`src/bfp_sample_pkg.sv`:
```
/*
 * Sample-side types for the block-floating-point normalizer.
 * Complex sample, frame beat with markers, and the frame exponent.
 */

package bfp_sample_pkg;

    // --------------------
    // Widths
    // --------------------

    // Width of each I and Q part
    localparam int SAMPLE_W = 16;

    // Wide enough to hold SAMPLE_W-1, the all-zero exponent
    localparam int EXP_W = $clog2(SAMPLE_W);

    // --------------------
    // Types
    // --------------------

    // Signed complex sample
    typedef struct packed {
        logic signed [SAMPLE_W-1:0] re;
        logic signed [SAMPLE_W-1:0] im;
    } cplx_t;

    // One frame beat, sop and eop mark the frame edges
    typedef struct packed {
        cplx_t data;
        logic  sop;
        logic  eop;
    } beat_t;

    // Left shift applied to a whole frame
    typedef logic [EXP_W-1:0] exp_t;

endpackage

```
`src/bfp_flow_pkg.sv`:
```
/*
 * Flow-control definitions shared by the ingress and the buffers.
 * Buffer depths, credit counter sizing and the exponent buffer item.
 */

package bfp_flow_pkg;

    // Longest frame, sample buffer must hold one whole frame
    localparam int FRAME_MAX = 64;

    // Frames whose exponent may wait in the exponent buffer
    localparam int EXP_DEPTH = 4;

    // Counter width for values 0..depth inclusive
    function automatic int cnt_w(int depth);
        return $clog2(depth + 1);
    endfunction

    // Exponent buffer item, one per frame
    typedef struct packed {
        bfp_sample_pkg::exp_t exp;
    } exp_rec_t;

endpackage

```
`src/bfp_peak_scan.sv`:
```
/*
 * Per-frame peak scan. ORs the one's-complement magnitudes of all I/Q
 * values and turns the final mask into a leading-zero exponent.
 * Exponent is valid for one cycle, one cycle after the eop magnitude.
 */

module bfp_peak_scan
(
    input  logic                  clk,
    input  logic                  rst,
    input  logic                  i_vld,
    input  bfp_sample_pkg::beat_t i_beat,
    output logic                  o_exp_vld,
    output bfp_sample_pkg::exp_t  o_exp
);

    localparam int W = bfp_sample_pkg::SAMPLE_W;

    // Registered magnitude of the current beat, zero when idle
    logic [W-1:0] mag_r;
    logic         mag_eop;
    // Running OR over the frame so far
    logic [W-1:0] mask;
    logic [W-1:0] mask_final;

    // Leading zeros below the sign bit, W-1 when nothing is set
    function automatic bfp_sample_pkg::exp_t lzc(logic [W-2:0] m);
        bfp_sample_pkg::exp_t n;
        logic                 hit;
        n   = '0;
        hit = 1'b0;
        for (int i = W - 2; i >= 0; i--)
        begin
            if (m[i])
                hit = 1'b1;
            else if (!hit)
                n = n + 1'b1;
        end
        return n;
    endfunction

    // --------------------
    // Magnitude stage
    // --------------------

    // One's complement for negatives, sign bit always ends up clear
    always_ff @(posedge clk)
    begin
        if (rst)
        begin
            mag_r   <= '0;
            mag_eop <= 1'b0;
        end
        else if (i_vld)
        begin
            mag_r <= (i_beat.data.re[W-1] ? ~i_beat.data.re : i_beat.data.re)
                   | (i_beat.data.im[W-1] ? ~i_beat.data.im : i_beat.data.im);
            mag_eop <= i_beat.eop;
        end
        else
        begin
            mag_r   <= '0;
            mag_eop <= 1'b0;
        end
    end

    // --------------------
    // Mask and exponent
    // --------------------

    assign mask_final = mask | mag_r;

    // Mask clears on the same edge that captures the exponent
    always_ff @(posedge clk)
    begin
        if (rst)
        begin
            mask      <= '0;
            o_exp_vld <= 1'b0;
        end
        else
        begin
            mask      <= mag_eop ? '0 : mask_final;
            o_exp_vld <= mag_eop;
        end
    end

    // Exponent payload, qualified by o_exp_vld
    always_ff @(posedge clk)
    begin
        if (mag_eop)
            o_exp <= lzc(mask_final[W-2:0]);
    end

endmodule

```
`src/bfp_credit_fifo.sv`:
```
/*
 * Credit-flow FIFO for any payload type. No full flag; the sender
 * holds DEPTH credits and gets one back through o_credit per pop.
 * Head entry is shown on o_vld/o_data and i_pop removes it.
 */

module bfp_credit_fifo
#(
    parameter type T     = logic [7:0],
    parameter int  DEPTH = 4
)
(
    input  logic clk,
    input  logic rst,
    input  logic i_push,
    input  T     i_data,
    output logic o_vld,
    output T     o_data,
    input  logic i_pop,
    output logic o_credit
);

    localparam int PTR_W = (DEPTH > 1) ? $clog2(DEPTH) : 1;
    localparam int CNT_W = bfp_flow_pkg::cnt_w(DEPTH);

    // Entry storage
    T             mem [DEPTH];
    logic [PTR_W-1:0] wr_ptr;
    logic [PTR_W-1:0] rd_ptr;
    logic [CNT_W-1:0] count;
    logic             pop_ok;

    // Pop only counts against a real entry
    assign pop_ok = i_pop && o_vld;

    assign o_vld  = (count != '0);
    assign o_data = mem[rd_ptr];

    // --------------------
    // Storage write
    // --------------------

    always_ff @(posedge clk)
    begin
        if (i_push)
            mem[wr_ptr] <= i_data;
    end

    // --------------------
    // Pointers and count
    // --------------------

    // Explicit wrap keeps non-power-of-two depths legal
    always_ff @(posedge clk)
    begin
        if (rst)
        begin
            wr_ptr <= '0;
            rd_ptr <= '0;
            count  <= '0;
        end
        else
        begin
            if (i_push)
                wr_ptr <= (wr_ptr == PTR_W'(DEPTH - 1)) ? '0 : wr_ptr + 1'b1;
            if (pop_ok)
                rd_ptr <= (rd_ptr == PTR_W'(DEPTH - 1)) ? '0 : rd_ptr + 1'b1;
            case ({i_push, pop_ok})
                2'b10:   count <= count + 1'b1;
                2'b01:   count <= count - 1'b1;
                default: count <= count;
            endcase
        end
    end

    // One credit returned for each popped entry on the next cycle
    always_ff @(posedge clk)
    begin
        if (rst)
            o_credit <= 1'b0;
        else
            o_credit <= pop_ok;
    end

endmodule

```
`src/bfp_ingress.sv`:
```
/*
 * Producer side of the normalizer. Accepts valid/ready beats while it
 * holds credits, pushes them into the sample buffer and the peak scan,
 * and pushes each frame exponent into the exponent buffer.
 */

module bfp_ingress
#(
    parameter int SAMPLE_DEPTH = 64,
    parameter int EXP_DEPTH    = 4
)
(
    input  logic                     clk,
    input  logic                     rst,
    input  logic                     i_in_vld,
    input  bfp_sample_pkg::beat_t    i_in_beat,
    output logic                     o_in_rdy,
    output logic                     o_smp_push,
    output bfp_sample_pkg::beat_t    o_smp_beat,
    input  logic                     i_smp_credit,
    output logic                     o_exp_push,
    output bfp_flow_pkg::exp_rec_t   o_exp_rec,
    input  logic                     i_exp_credit
);

    localparam int SMP_CW = bfp_flow_pkg::cnt_w(SAMPLE_DEPTH);
    localparam int EXP_CW = bfp_flow_pkg::cnt_w(EXP_DEPTH);

    // Credits held for each buffer
    logic [SMP_CW-1:0]    smp_cred;
    logic [EXP_CW-1:0]    exp_cred;
    logic                 accept;
    // Credit spends this cycle
    logic                 smp_spend;
    logic                 exp_spend;
    logic                 scan_vld;
    bfp_sample_pkg::exp_t scan_exp;

    // --------------------
    // Ready and accept
    // --------------------

    // An eop beat also needs room for its exponent
    assign o_in_rdy = (smp_cred != '0) && (!i_in_beat.eop || (exp_cred != '0));
    assign accept   = i_in_vld && o_in_rdy;

    assign smp_spend = accept;
    // Exponent credit reserved at eop, the push comes two cycles later
    assign exp_spend = accept && i_in_beat.eop;

    assign o_smp_push = accept;
    assign o_smp_beat = i_in_beat;

    // --------------------
    // Credit counters
    // --------------------

    always_ff @(posedge clk)
    begin
        if (rst)
            smp_cred <= SMP_CW'(SAMPLE_DEPTH);
        else
        begin
            case ({smp_spend, i_smp_credit})
                2'b10:   smp_cred <= smp_cred - 1'b1;
                2'b01:   smp_cred <= smp_cred + 1'b1;
                default: smp_cred <= smp_cred;
            endcase
        end
    end

    always_ff @(posedge clk)
    begin
        if (rst)
            exp_cred <= EXP_CW'(EXP_DEPTH);
        else
        begin
            case ({exp_spend, i_exp_credit})
                2'b10:   exp_cred <= exp_cred - 1'b1;
                2'b01:   exp_cred <= exp_cred + 1'b1;
                default: exp_cred <= exp_cred;
            endcase
        end
    end

    // --------------------
    // Peak scan
    // --------------------

    bfp_peak_scan u_scan
    (
        .clk       (clk),
        .rst       (rst),
        .i_vld     (accept),
        .i_beat    (i_in_beat),
        .o_exp_vld (scan_vld),
        .o_exp     (scan_exp)
    );

    // Already covered by the reserved credit
    assign o_exp_push    = scan_vld;
    assign o_exp_rec.exp = scan_exp;

endmodule

```
`src/bfp_normalizer.sv`:
```
/*
 * Consumer side. Pairs the exponent at the head of the exponent buffer
 * with the frame at the head of the sample buffer, shifts each sample
 * left by it, and holds the result in an output register.
 */

module bfp_normalizer
(
    input  logic                   clk,
    input  logic                   rst,
    input  logic                   i_exp_vld,
    input  bfp_flow_pkg::exp_rec_t i_exp_rec,
    output logic                   o_exp_pop,
    input  logic                   i_smp_vld,
    input  bfp_sample_pkg::beat_t  i_smp_beat,
    output logic                   o_smp_pop,
    output logic                   o_out_vld,
    output bfp_sample_pkg::beat_t  o_out_beat,
    output bfp_sample_pkg::exp_t   o_out_exp,
    input  logic                   i_out_rdy
);

    // Output register free or being drained this cycle
    logic                  out_free;
    logic                  take;
    bfp_sample_pkg::beat_t shifted;

    // --------------------
    // Pop control
    // --------------------

    assign out_free = !o_out_vld || i_out_rdy;

    // Exponents arrive only after their eop, so the exponent head
    // always belongs to the frame at the sample head
    assign take = i_exp_vld && i_smp_vld && out_free;

    assign o_smp_pop = take;
    // Exponent leaves with the last beat of its frame
    assign o_exp_pop = take && i_smp_beat.eop;

    // --------------------
    // Shift
    // --------------------

    always_comb
    begin
        shifted         = i_smp_beat;
        shifted.data.re = i_smp_beat.data.re <<< i_exp_rec.exp;
        shifted.data.im = i_smp_beat.data.im <<< i_exp_rec.exp;
    end

    // --------------------
    // Output register
    // --------------------

    // Valid holds until the sink takes the beat
    always_ff @(posedge clk)
    begin
        if (rst)
            o_out_vld <= 1'b0;
        else if (take)
            o_out_vld <= 1'b1;
        else if (i_out_rdy)
            o_out_vld <= 1'b0;
    end

    // Payload only changes on a new pop, so it is stable while stalled
    always_ff @(posedge clk)
    begin
        if (take)
        begin
            o_out_beat <= shifted;
            o_out_exp  <= i_exp_rec.exp;
        end
    end

endmodule

```
`src/bfp_top.sv`:
```
/*
 * Block-floating-point normalizer top. Valid/ready in and out;
 * internally the ingress feeds two credit FIFOs drained by the
 * normalizer.
 */

module bfp_top
(
    input  logic                  clk,
    input  logic                  rst,
    input  logic                  i_in_vld,
    input  bfp_sample_pkg::beat_t i_in_beat,
    output logic                  o_in_rdy,
    output logic                  o_out_vld,
    output bfp_sample_pkg::beat_t o_out_beat,
    output bfp_sample_pkg::exp_t  o_out_exp,
    input  logic                  i_out_rdy
);

    // A whole frame waits for its exponent, so one frame must fit
    localparam int SAMPLE_DEPTH = bfp_flow_pkg::FRAME_MAX;
    localparam int EXP_DEPTH    = bfp_flow_pkg::EXP_DEPTH;

    // Sample path
    logic                   smp_push;
    bfp_sample_pkg::beat_t  smp_in;
    logic                   smp_vld;
    bfp_sample_pkg::beat_t  smp_head;
    logic                   smp_pop;
    logic                   smp_credit;
    // Exponent path
    logic                   exp_push;
    bfp_flow_pkg::exp_rec_t exp_in;
    logic                   exp_vld;
    bfp_flow_pkg::exp_rec_t exp_head;
    logic                   exp_pop;
    logic                   exp_credit;

    bfp_ingress #(
        .SAMPLE_DEPTH (SAMPLE_DEPTH),
        .EXP_DEPTH    (EXP_DEPTH)
    ) u_ingress (
        .clk          (clk),
        .rst          (rst),
        .i_in_vld     (i_in_vld),
        .i_in_beat    (i_in_beat),
        .o_in_rdy     (o_in_rdy),
        .o_smp_push   (smp_push),
        .o_smp_beat   (smp_in),
        .i_smp_credit (smp_credit),
        .o_exp_push   (exp_push),
        .o_exp_rec    (exp_in),
        .i_exp_credit (exp_credit)
    );

    bfp_credit_fifo #(
        .T     (bfp_sample_pkg::beat_t),
        .DEPTH (SAMPLE_DEPTH)
    ) u_smp_buf (
        .clk      (clk),
        .rst      (rst),
        .i_push   (smp_push),
        .i_data   (smp_in),
        .o_vld    (smp_vld),
        .o_data   (smp_head),
        .i_pop    (smp_pop),
        .o_credit (smp_credit)
    );

    bfp_credit_fifo #(
        .T     (bfp_flow_pkg::exp_rec_t),
        .DEPTH (EXP_DEPTH)
    ) u_exp_buf (
        .clk      (clk),
        .rst      (rst),
        .i_push   (exp_push),
        .i_data   (exp_in),
        .o_vld    (exp_vld),
        .o_data   (exp_head),
        .i_pop    (exp_pop),
        .o_credit (exp_credit)
    );

    bfp_normalizer u_norm (
        .clk        (clk),
        .rst        (rst),
        .i_exp_vld  (exp_vld),
        .i_exp_rec  (exp_head),
        .o_exp_pop  (exp_pop),
        .i_smp_vld  (smp_vld),
        .i_smp_beat (smp_head),
        .o_smp_pop  (smp_pop),
        .o_out_vld  (o_out_vld),
        .o_out_beat (o_out_beat),
        .o_out_exp  (o_out_exp),
        .i_out_rdy  (i_out_rdy)
    );

endmodule

```
`config.mk`:
```
export PLATFORM = sky130hd
export DESIGN_NAME = bfp_top
export DESIGN_NICKNAME = d
export VERILOG_FILES = /design/src/bfp_sample_pkg.sv /design/src/bfp_flow_pkg.sv /design/src/bfp_peak_scan.sv /design/src/bfp_credit_fifo.sv /design/src/bfp_ingress.sv /design/src/bfp_normalizer.sv /design/src/bfp_top.sv
export SDC_FILE = /design/constraint.sdc
export NUM_CORES = 2
export LEC_CHECK = 0
export BUFFER_PORTS_ARGS = -buffer_cell sky130_fd_sc_hd__buf_2
export CORE_MARGIN = 3
export CORE_UTILIZATION = 45
export CTS_BUF_LIST = sky130_fd_sc_hd__clkbuf_16
export CTS_CLUSTER_DIAMETER = 100
export DETAILED_ROUTE_END_ITERATION = 6
export PLACE_DENSITY = 0.6
export SLEW_MARGIN = 25
export SYNTH_ARGS = -nofsm -noshare
export SYNTH_HDL_FRONTEND = slang
export SYNTH_HIERARCHICAL = 1
export SYNTH_SLANG_ARGS = --single-unit
```
`constraint.sdc`:
```
create_clock -name clk -period 5.3 [get_ports clk]
set_input_delay 0.795 -clock clk [delete_from_list [all_inputs] [get_ports clk]]
set_output_delay 0.795 -clock clk [all_outputs]
set_load 0.02 [all_outputs]
```
-- Yosys cells after proc, flatten, opt, wreduce, memory -nomap -nowiden
Memory sizes are Yosys's and may differ from the RTL's. A register that Yosys moved wholly into a read port is not among the register bits.
Cells that the tools add are included.
- bitwise operators: 5
- shift operators: 2
- div/mod/pow operators: 0
- multipliers: 0
- add/subtract/negate cells: 26
- equal/unequal tests: 12
- reduce and logical (&&, ||, !) cells: 23
- $lt $le $gt $ge: 0
- multiplexer cells: 91
- operator list (kind ; count):
    $mux W4 ; 42
    $add A4 B1 Y4 const B ; 14
    $mux W1 ; 35
    $mux W16 ; 2
    $not A16 Y16 ; 2
    $or A16 B16 Y16 ; 2
    $sshl A16 B4 Y16 ; 2
    $pmux W7 S2 ; 2
    $mux W6 ; 4
    $add A7 B1 Y7 const B ; 2
    $reduce_bool A7 Y1 ; 2
    $sub A7 B1 Y7 const B ; 2
    $add A6 B1 Y6 const B ; 2
    $eq A2 B2 Y1 const B ; 6
    $eq A6 B6 Y1 const B ; 2
    $pmux W3 S2 ; 2
    $reduce_bool A2 Y1 ; 5
    $eq A2 B1 Y1 const B ; 4
    $logic_and A1 B1 Y1 ; 8
    $mux W2 ; 4
    $add A3 B1 Y3 const B ; 2
    $reduce_bool A3 Y1 ; 2
    $sub A3 B1 Y3 const B ; 2
    $add A2 B1 Y2 const B ; 2
    4 further kinds ; 7
- memory bits (writable): 2192
- latch bits: 0
- bits in registers: 115
- memories: 2
- input bits: 38
- memory bits (read-only): 0
- memory list (memory ; words ; width ; rd ports ; clocked after memory_dff ; wr ports ; RTL line ; RTL):
    u_smp_buf.mem ; 64 ; 34 ; 1 ; 1 ; 1 ; bfp_credit_fifo.sv:27 ; T mem [DEPTH];
    u_exp_buf.mem ; 4 ; 4 ; 1 ; 1 ; 1 ; bfp_credit_fifo.sv:27 ;

-- Depth between registers and ports, before layout
- word-level depth: 58
- gate-level depth with buffers: 32
- depth with buffers taken out: 32

-- By module
The synthesis kept the hierarchy.
- by module, submodules not included (module ; cells each ; instances ; area each (um^2)):
    bfp_credit_fifo (u_smp_buf) ; 3692 ; 1 ; 84155.7
    bfp_normalizer ; 227 ; 1 ; 2417.3
    bfp_peak_scan ; 275 ; 1 ; 2414.8
    bfp_credit_fifo (u_exp_buf) ; 71 ; 1 ; 1066.0
    bfp_ingress ; 113 ; 1 ; 964.7

-- Least setup slack after synthesis
OpenSTA, ideal clock, no wires.
- path kind: register to register
- start: register u_ingress.u_scan.mag_r[13]
- end: register u_ingress.u_scan.o_exp[2] (data pin)
- slack: 0.075 ns
- arrival: 4.965 ns
- stages on the path, launching flop included: 32
- path buffers: 0
- path through: dfxtp_1 > or2_1 > or3_4 > clkinv_4 > ha_1 > o21ai_0 > a2bb2oi_1 > o21ai_0 > nand2_1 > ha_1 > nand2_1 > o21ai_0 > a32oi_1 > ha_1 > a211o_1 > a31oi_1 > mux2i_1 > a21oi_1 > ha_1 > inv_1 > a21oi_1 > a21boi_2 > nor2_1 > ha_1 > nand2_1 > o31ai_2 > ha_1 > nand2_1 > xnor2_1 > nand2_1 > xnor2_1 > xnor2_1
- word-level cells in the longest chain between the ends: 54
- RTL lines (what ; RTL line ; RTL):
    from (decl) ; bfp_peak_scan.sv:20 ; logic [W-1:0] mag_r;
    from (signal assigned) ; bfp_peak_scan.sv:56 ; mag_r <= (i_beat.data.re[W-1] ? ~i_beat.data.re : i_beat.data.re)
    $or A16 B16 Y16 * ; bfp_peak_scan.sv:71 ; assign mask_final = mask | mag_r;
    $mux W4 ; bfp_peak_scan.sv:34 ; if (m[i])
    $mux W4 ; bfp_peak_scan.sv:91 ; if (mag_eop)
    $add A4 B1 Y4 ; bfp_peak_scan.sv:37 ; n = n + 1'b1;
    $mux W4 ; bfp_peak_scan.sv:36 ; else if (!hit)
    $mux W4 ; bfp_peak_scan.sv:34 ;
    $mux W4 ; bfp_peak_scan.sv:91 ;
    $add A4 B1 Y4 ; bfp_peak_scan.sv:37 ;
    [... 38 more ...] ; n/a ;
    $mux W4 ; bfp_peak_scan.sv:91 ;
    $add A4 B1 Y4 ; bfp_peak_scan.sv:37 ;
    $mux W4 ; bfp_peak_scan.sv:36 ;
    $mux W4 ; bfp_peak_scan.sv:34 ;
    $mux W4 ; bfp_peak_scan.sv:91 ;
    $add A4 B1 Y4 ; bfp_peak_scan.sv:37 ;
    $mux W4 ; bfp_peak_scan.sv:36 ;
    $mux W4 * ; bfp_peak_scan.sv:34 ;
    to (signal assigned) ; bfp_peak_scan.sv:92 ; o_exp <= lzc(mask_final[W-2:0]);
    to (decl) ; bfp_peak_scan.sv:14 ; output bfp_sample_pkg::exp_t o_exp
Every way passes the cells marked *; elsewhere a longest branch is shown, timed or not. The select of a mux whose other input is x is not followed.
A chain may end at the register's enable or synchronous reset.

-- Worst setup path after layout
- start: register u_ingress.u_scan.mask[13]
- end: register u_ingress.u_scan.o_exp[2] (data pin)
- word-level cells in the longest chain between the ends: 54
- RTL lines (what ; RTL line ; RTL):
    from (decl) ; bfp_peak_scan.sv:23 ; logic [W-1:0] mask;
    from (signal assigned) ; bfp_peak_scan.sv:83 ; mask <= mag_eop ? '0 : mask_final;
    $or A16 B16 Y16 * ; bfp_peak_scan.sv:71 ;
    $mux W4 ; bfp_peak_scan.sv:34 ;
    $mux W4 ; bfp_peak_scan.sv:91 ;
    $add A4 B1 Y4 ; bfp_peak_scan.sv:37 ;
    $mux W4 ; bfp_peak_scan.sv:36 ;
    $mux W4 ; bfp_peak_scan.sv:34 ;
    $mux W4 ; bfp_peak_scan.sv:91 ;
    $add A4 B1 Y4 ; bfp_peak_scan.sv:37 ;
    [... 38 more ...] ; n/a ;
    $mux W4 ; bfp_peak_scan.sv:91 ;
    $add A4 B1 Y4 ; bfp_peak_scan.sv:37 ;
    $mux W4 ; bfp_peak_scan.sv:36 ;
    $mux W4 ; bfp_peak_scan.sv:34 ;
    $mux W4 ; bfp_peak_scan.sv:91 ;
    $add A4 B1 Y4 ; bfp_peak_scan.sv:37 ;
    $mux W4 ; bfp_peak_scan.sv:36 ;
    $mux W4 * ; bfp_peak_scan.sv:34 ;
Marks and branches as above.

==> flow_summary.json <==
{
  "status": "finished with violations",
  "violations": "negative setup slack",
  "final_area_mm2": 0.103,
  "netlist_area_mm2": 0.0910,
  "vias_per_cell": 6.14,
  "hold_viol_final": 0,
  "whs_ps": 280,
  "layout-drive-gt1-share_pct": 28.1,
  "worstSkewPairLatency_ps": 850,
  "syn_nets": 4448,
  "yosys.cell_types.count": 91,
  "place.detailed.hpwl_um": 142000,
  "dpl_cell_area_mm2": 0.0961,
  "setup_slack_ps": -179,
  "cpPeakStageDelay_ps": 410,
  "met3_length_um": 20400,
  "hp-class": "in2reg",
  "yosysTopAreaCellShare_pct": 73.7,
  "drc": 0,
  "syn2layout_area_growth_pct": 13.6,
  "power_leakage_nw": 32.1,
  "cts_buffers": 226,
  "die-area_mm2": 0.208,
  "ys_async_sr_fraction_pct": 0,
  "dr.first_iter.drc_count": 5971,
  "grt_max_degree": 83,
  "drv_slew": 0,
  "fin_crit_ps": 5480,
  "ys_seq_elements": 2313,
  "finish.utilization_pct": 51.6,
  "routed_wl_um": 242000,
  "core-area_mm2": 0.200,
  "power.total_w": 0.0379,
  "crit_path_end_kind": "flop",
  "finalCritPeriodShare_pct": 103,
  "rsz0062_at_grt": "true",
  "rows": 164,
  "p_per_area_mw_per_mm2": 366,
  "htreeDepth": 4,
  "synth_most_common_cell": "edfxtp_1",
  "synth_top_area_cell": "edfxtp_1",
  "cts_tree": "yes",
  "clockBufferDepth": 3,
  "avgSynthCellArea_um2": 20.8,
  "synthTopCellsByArea": "edfxtp_1 (74%), mux4_2 (14%), mux2i_1 (1.9%), dfxtp_1 (1.7%), nor2_1 (0.75%)",
  "place_congestion": 0.806,
  "grt_remaining_overflow": 0,
  "start_kind": "flop",
  "nets": 4745,
  "firstDrtPassIters": 6,
  "max_slew_margin_pct": 27.6,
  "setup_viol": 1,
  "tightest_slew_ps": 1080,
  "io_buffers": 77,
  "required_ps": 5880,
  "finalClockSkew_ps": 52.7,
  "grt_antenna_before_repair": 13,
  "numClockSinks": 2313,
  "die_h_um": 456,
  "detail-route-antenna-nets": 0,
  "clk_pin_slew_ps": 60,
  "max_freq_mhz": 183,
  "cts_root_buffer": "clkbuf_16",
  "grt_pass1_vias": 46437,
  "grt_usage_pct": 23.2,
  "num_io_pins": 78,
  "peakVddDrop_uv": 306,
  "synth_edf_count": 2234,
  "worst-path-max-fanout": 4,
  "syn_inst": 4378,
  "drv_cap": 0,
  "dr_wl_met2_um": 116000,
  "start_util_pct": 45.4,
  "via_count": 46241,
  "fillers": 15725,
  "yosysWarnings": 6,
  "crit_type": "reg2reg",
  "multi_input_area_mm2": 0.0214,
  "ys_seq_area_share_pct": 75.4,
  "grt_pass1_wl_um": 346000,
  "met1Wirelength_um": 101000,
  "regArea_mm2": 0.0687,
  "drt-wirelength-per-cell_um": 32.2,
  "synth_commonest_cells": "edfxtp_1 (2234), mux4_2 (551), nor2_1 (183)",
  "routed.top_layer": "met4",
  "slowest_stage": "or3_4",
  "ys.flop_type": "edfxtp_1",
  "cp.arrival_ps": 6060,
  "die_w_um": 456,
  "setup_tns_ps": -179
}
[report_power, final]
part,switching (W),total (W),internal (W),leakage [nW]
Combinational,0.00154,0.00237,0.000834,7.67
Clock,0.00669,0.0152,0.00849,3.63
Sequential,0.0000945,0.0203,0.0202,20.7
[repair_timing]
| item | CTS | global route |
|---|---|---|
| gates cloned | 0 | 0 |
| pin swaps | 6 | 24 |
| hold buffers | 0 | 0 |
| hold endpoints to repair | 0 | 0 |
| buffers inserted | 1 | 5 |
| gates resized for setup | 7 | 27 |
| setup endpoints to repair | 3 | 3 |
[placed cells by master (no fill, tap or decap), drive strengths merged, types with 10 or more instances in the layout]
master,count
dfxtp,79
clkinv,112
nand2b,16
nor2,183
nand3,34
bufinv,15
o22ai,41
a221oi,63
clkbuf,228
inv,82
nand2,124
and2,21
o21ai,100
mux2,26
nor2b,19
a211o,14
buf,347
a21oi,92
o221ai,16
mux4,551
nand3b,10
edfxtp,2234
xor2,20
ha,29
xnor2,42
diode,10
nor3,23
a211oi,17
o211ai,25
mux2i,172
[kinds of logic (layout without fill, tap and decap cells)]
group	Yosys count	count (layout)	synth area share, %
AOI/OAI and AO/OA	427	427	3.19
xor gates and xnor gates	62	62	0.605
adders and majority gates	32	32	0.465
buffers and inverters	302	788	1.77
DFF	2313	2313	75.4
muxes	749	749	15.9
other	0	10	0
and+or+nand+nor	493	493	2.68
[stage by stage]
| step | instances | setup slack [ps] |
|---|---|---|
| floorplan | 4378 | 74.9 |
| global placement | 7094 | -318 |
| detailed placement | 7094 | -280 |
| CTS | 7512 | -81.8 |
| global route | 7520 | -435 |
| finish | 7530 | -179 |
[final cells by class]
type                            instances  share of cell area, %
Clock inverter                        189                   1.24
Tap cell                             2656                   3.21
Sequential cell                      2313                   66.4
Timing Repair Buffer                  347                   2.74
Multi-Input combinational cell       1763                   20.7
Antenna cell                           10                 0.0242
Clock buffer                          228                   5.52
Inverter                               24                 0.0920
[state kept, by name, summed over array words and instances (netlist names), named ones only]
register / flops
u_smp_buf/o_credit: 1
u_smp_buf/wr_ptr: 6
u_norm/o_out_vld: 1
u_smp_buf/count: 7
u_ingress/u_scan/o_exp_vld: 1
u_ingress/u_scan/mask: 15
u_exp_buf/wr_ptr: 2
u_exp_buf/rd_ptr: 2
u_norm/o_out_exp: 4
u_ingress/smp_cred: 7
u_ingress/u_scan/mag_r: 15
u_ingress/u_scan/o_exp: 4
u_ingress/u_scan/mag_eop: 1
u_exp_buf/o_credit: 1
u_smp_buf/mem: 2176
u_ingress/exp_cred: 3
u_norm/o_out_beat: 34
u_exp_buf/mem: 16
u_exp_buf/count: 3
u_smp_buf/rd_ptr: 6
[critical path: cells and delay by family, from the launching register on]
kind                       cells  cell delay (ps)
AOI/OAI and AO/OA             12             1860
adders and majority gates      6             1330
and+or+nand+nor                9             1150
xor gates and xnor gates       3              470
DFF                            1              290
buffers and inverters          2              130
[layer usage]
| metal | up-vias | GRT usage [%] |
|---|---|---|
| li1 | 18828 | - |
| met1 | 25104 | 34.2 |
| met2 | 2042 | 36.6 |
| met3 | 267 | 3.84 |
| met4 | 0 | 5.41 |
| met5 | - | 0 |
[final timing paths]
check	startpoint	end	slack [ps]	depth (start not counted)
worst min-delay path	i_out_rdy	u_norm/o_out_vld	280	3
worst max register to register	u_ingress/u_scan/mask[13]	u_ingress/u_scan/o_exp[2]	-180	32
worst max-delay path	u_ingress/u_scan/mask[13]	u_ingress/u_scan/o_exp[2]	-180	32
worst min register to register	u_exp_buf/rd_ptr[0]	u_exp_buf/rd_ptr[0]	490	2
Power figures use the tool's default switching activity.
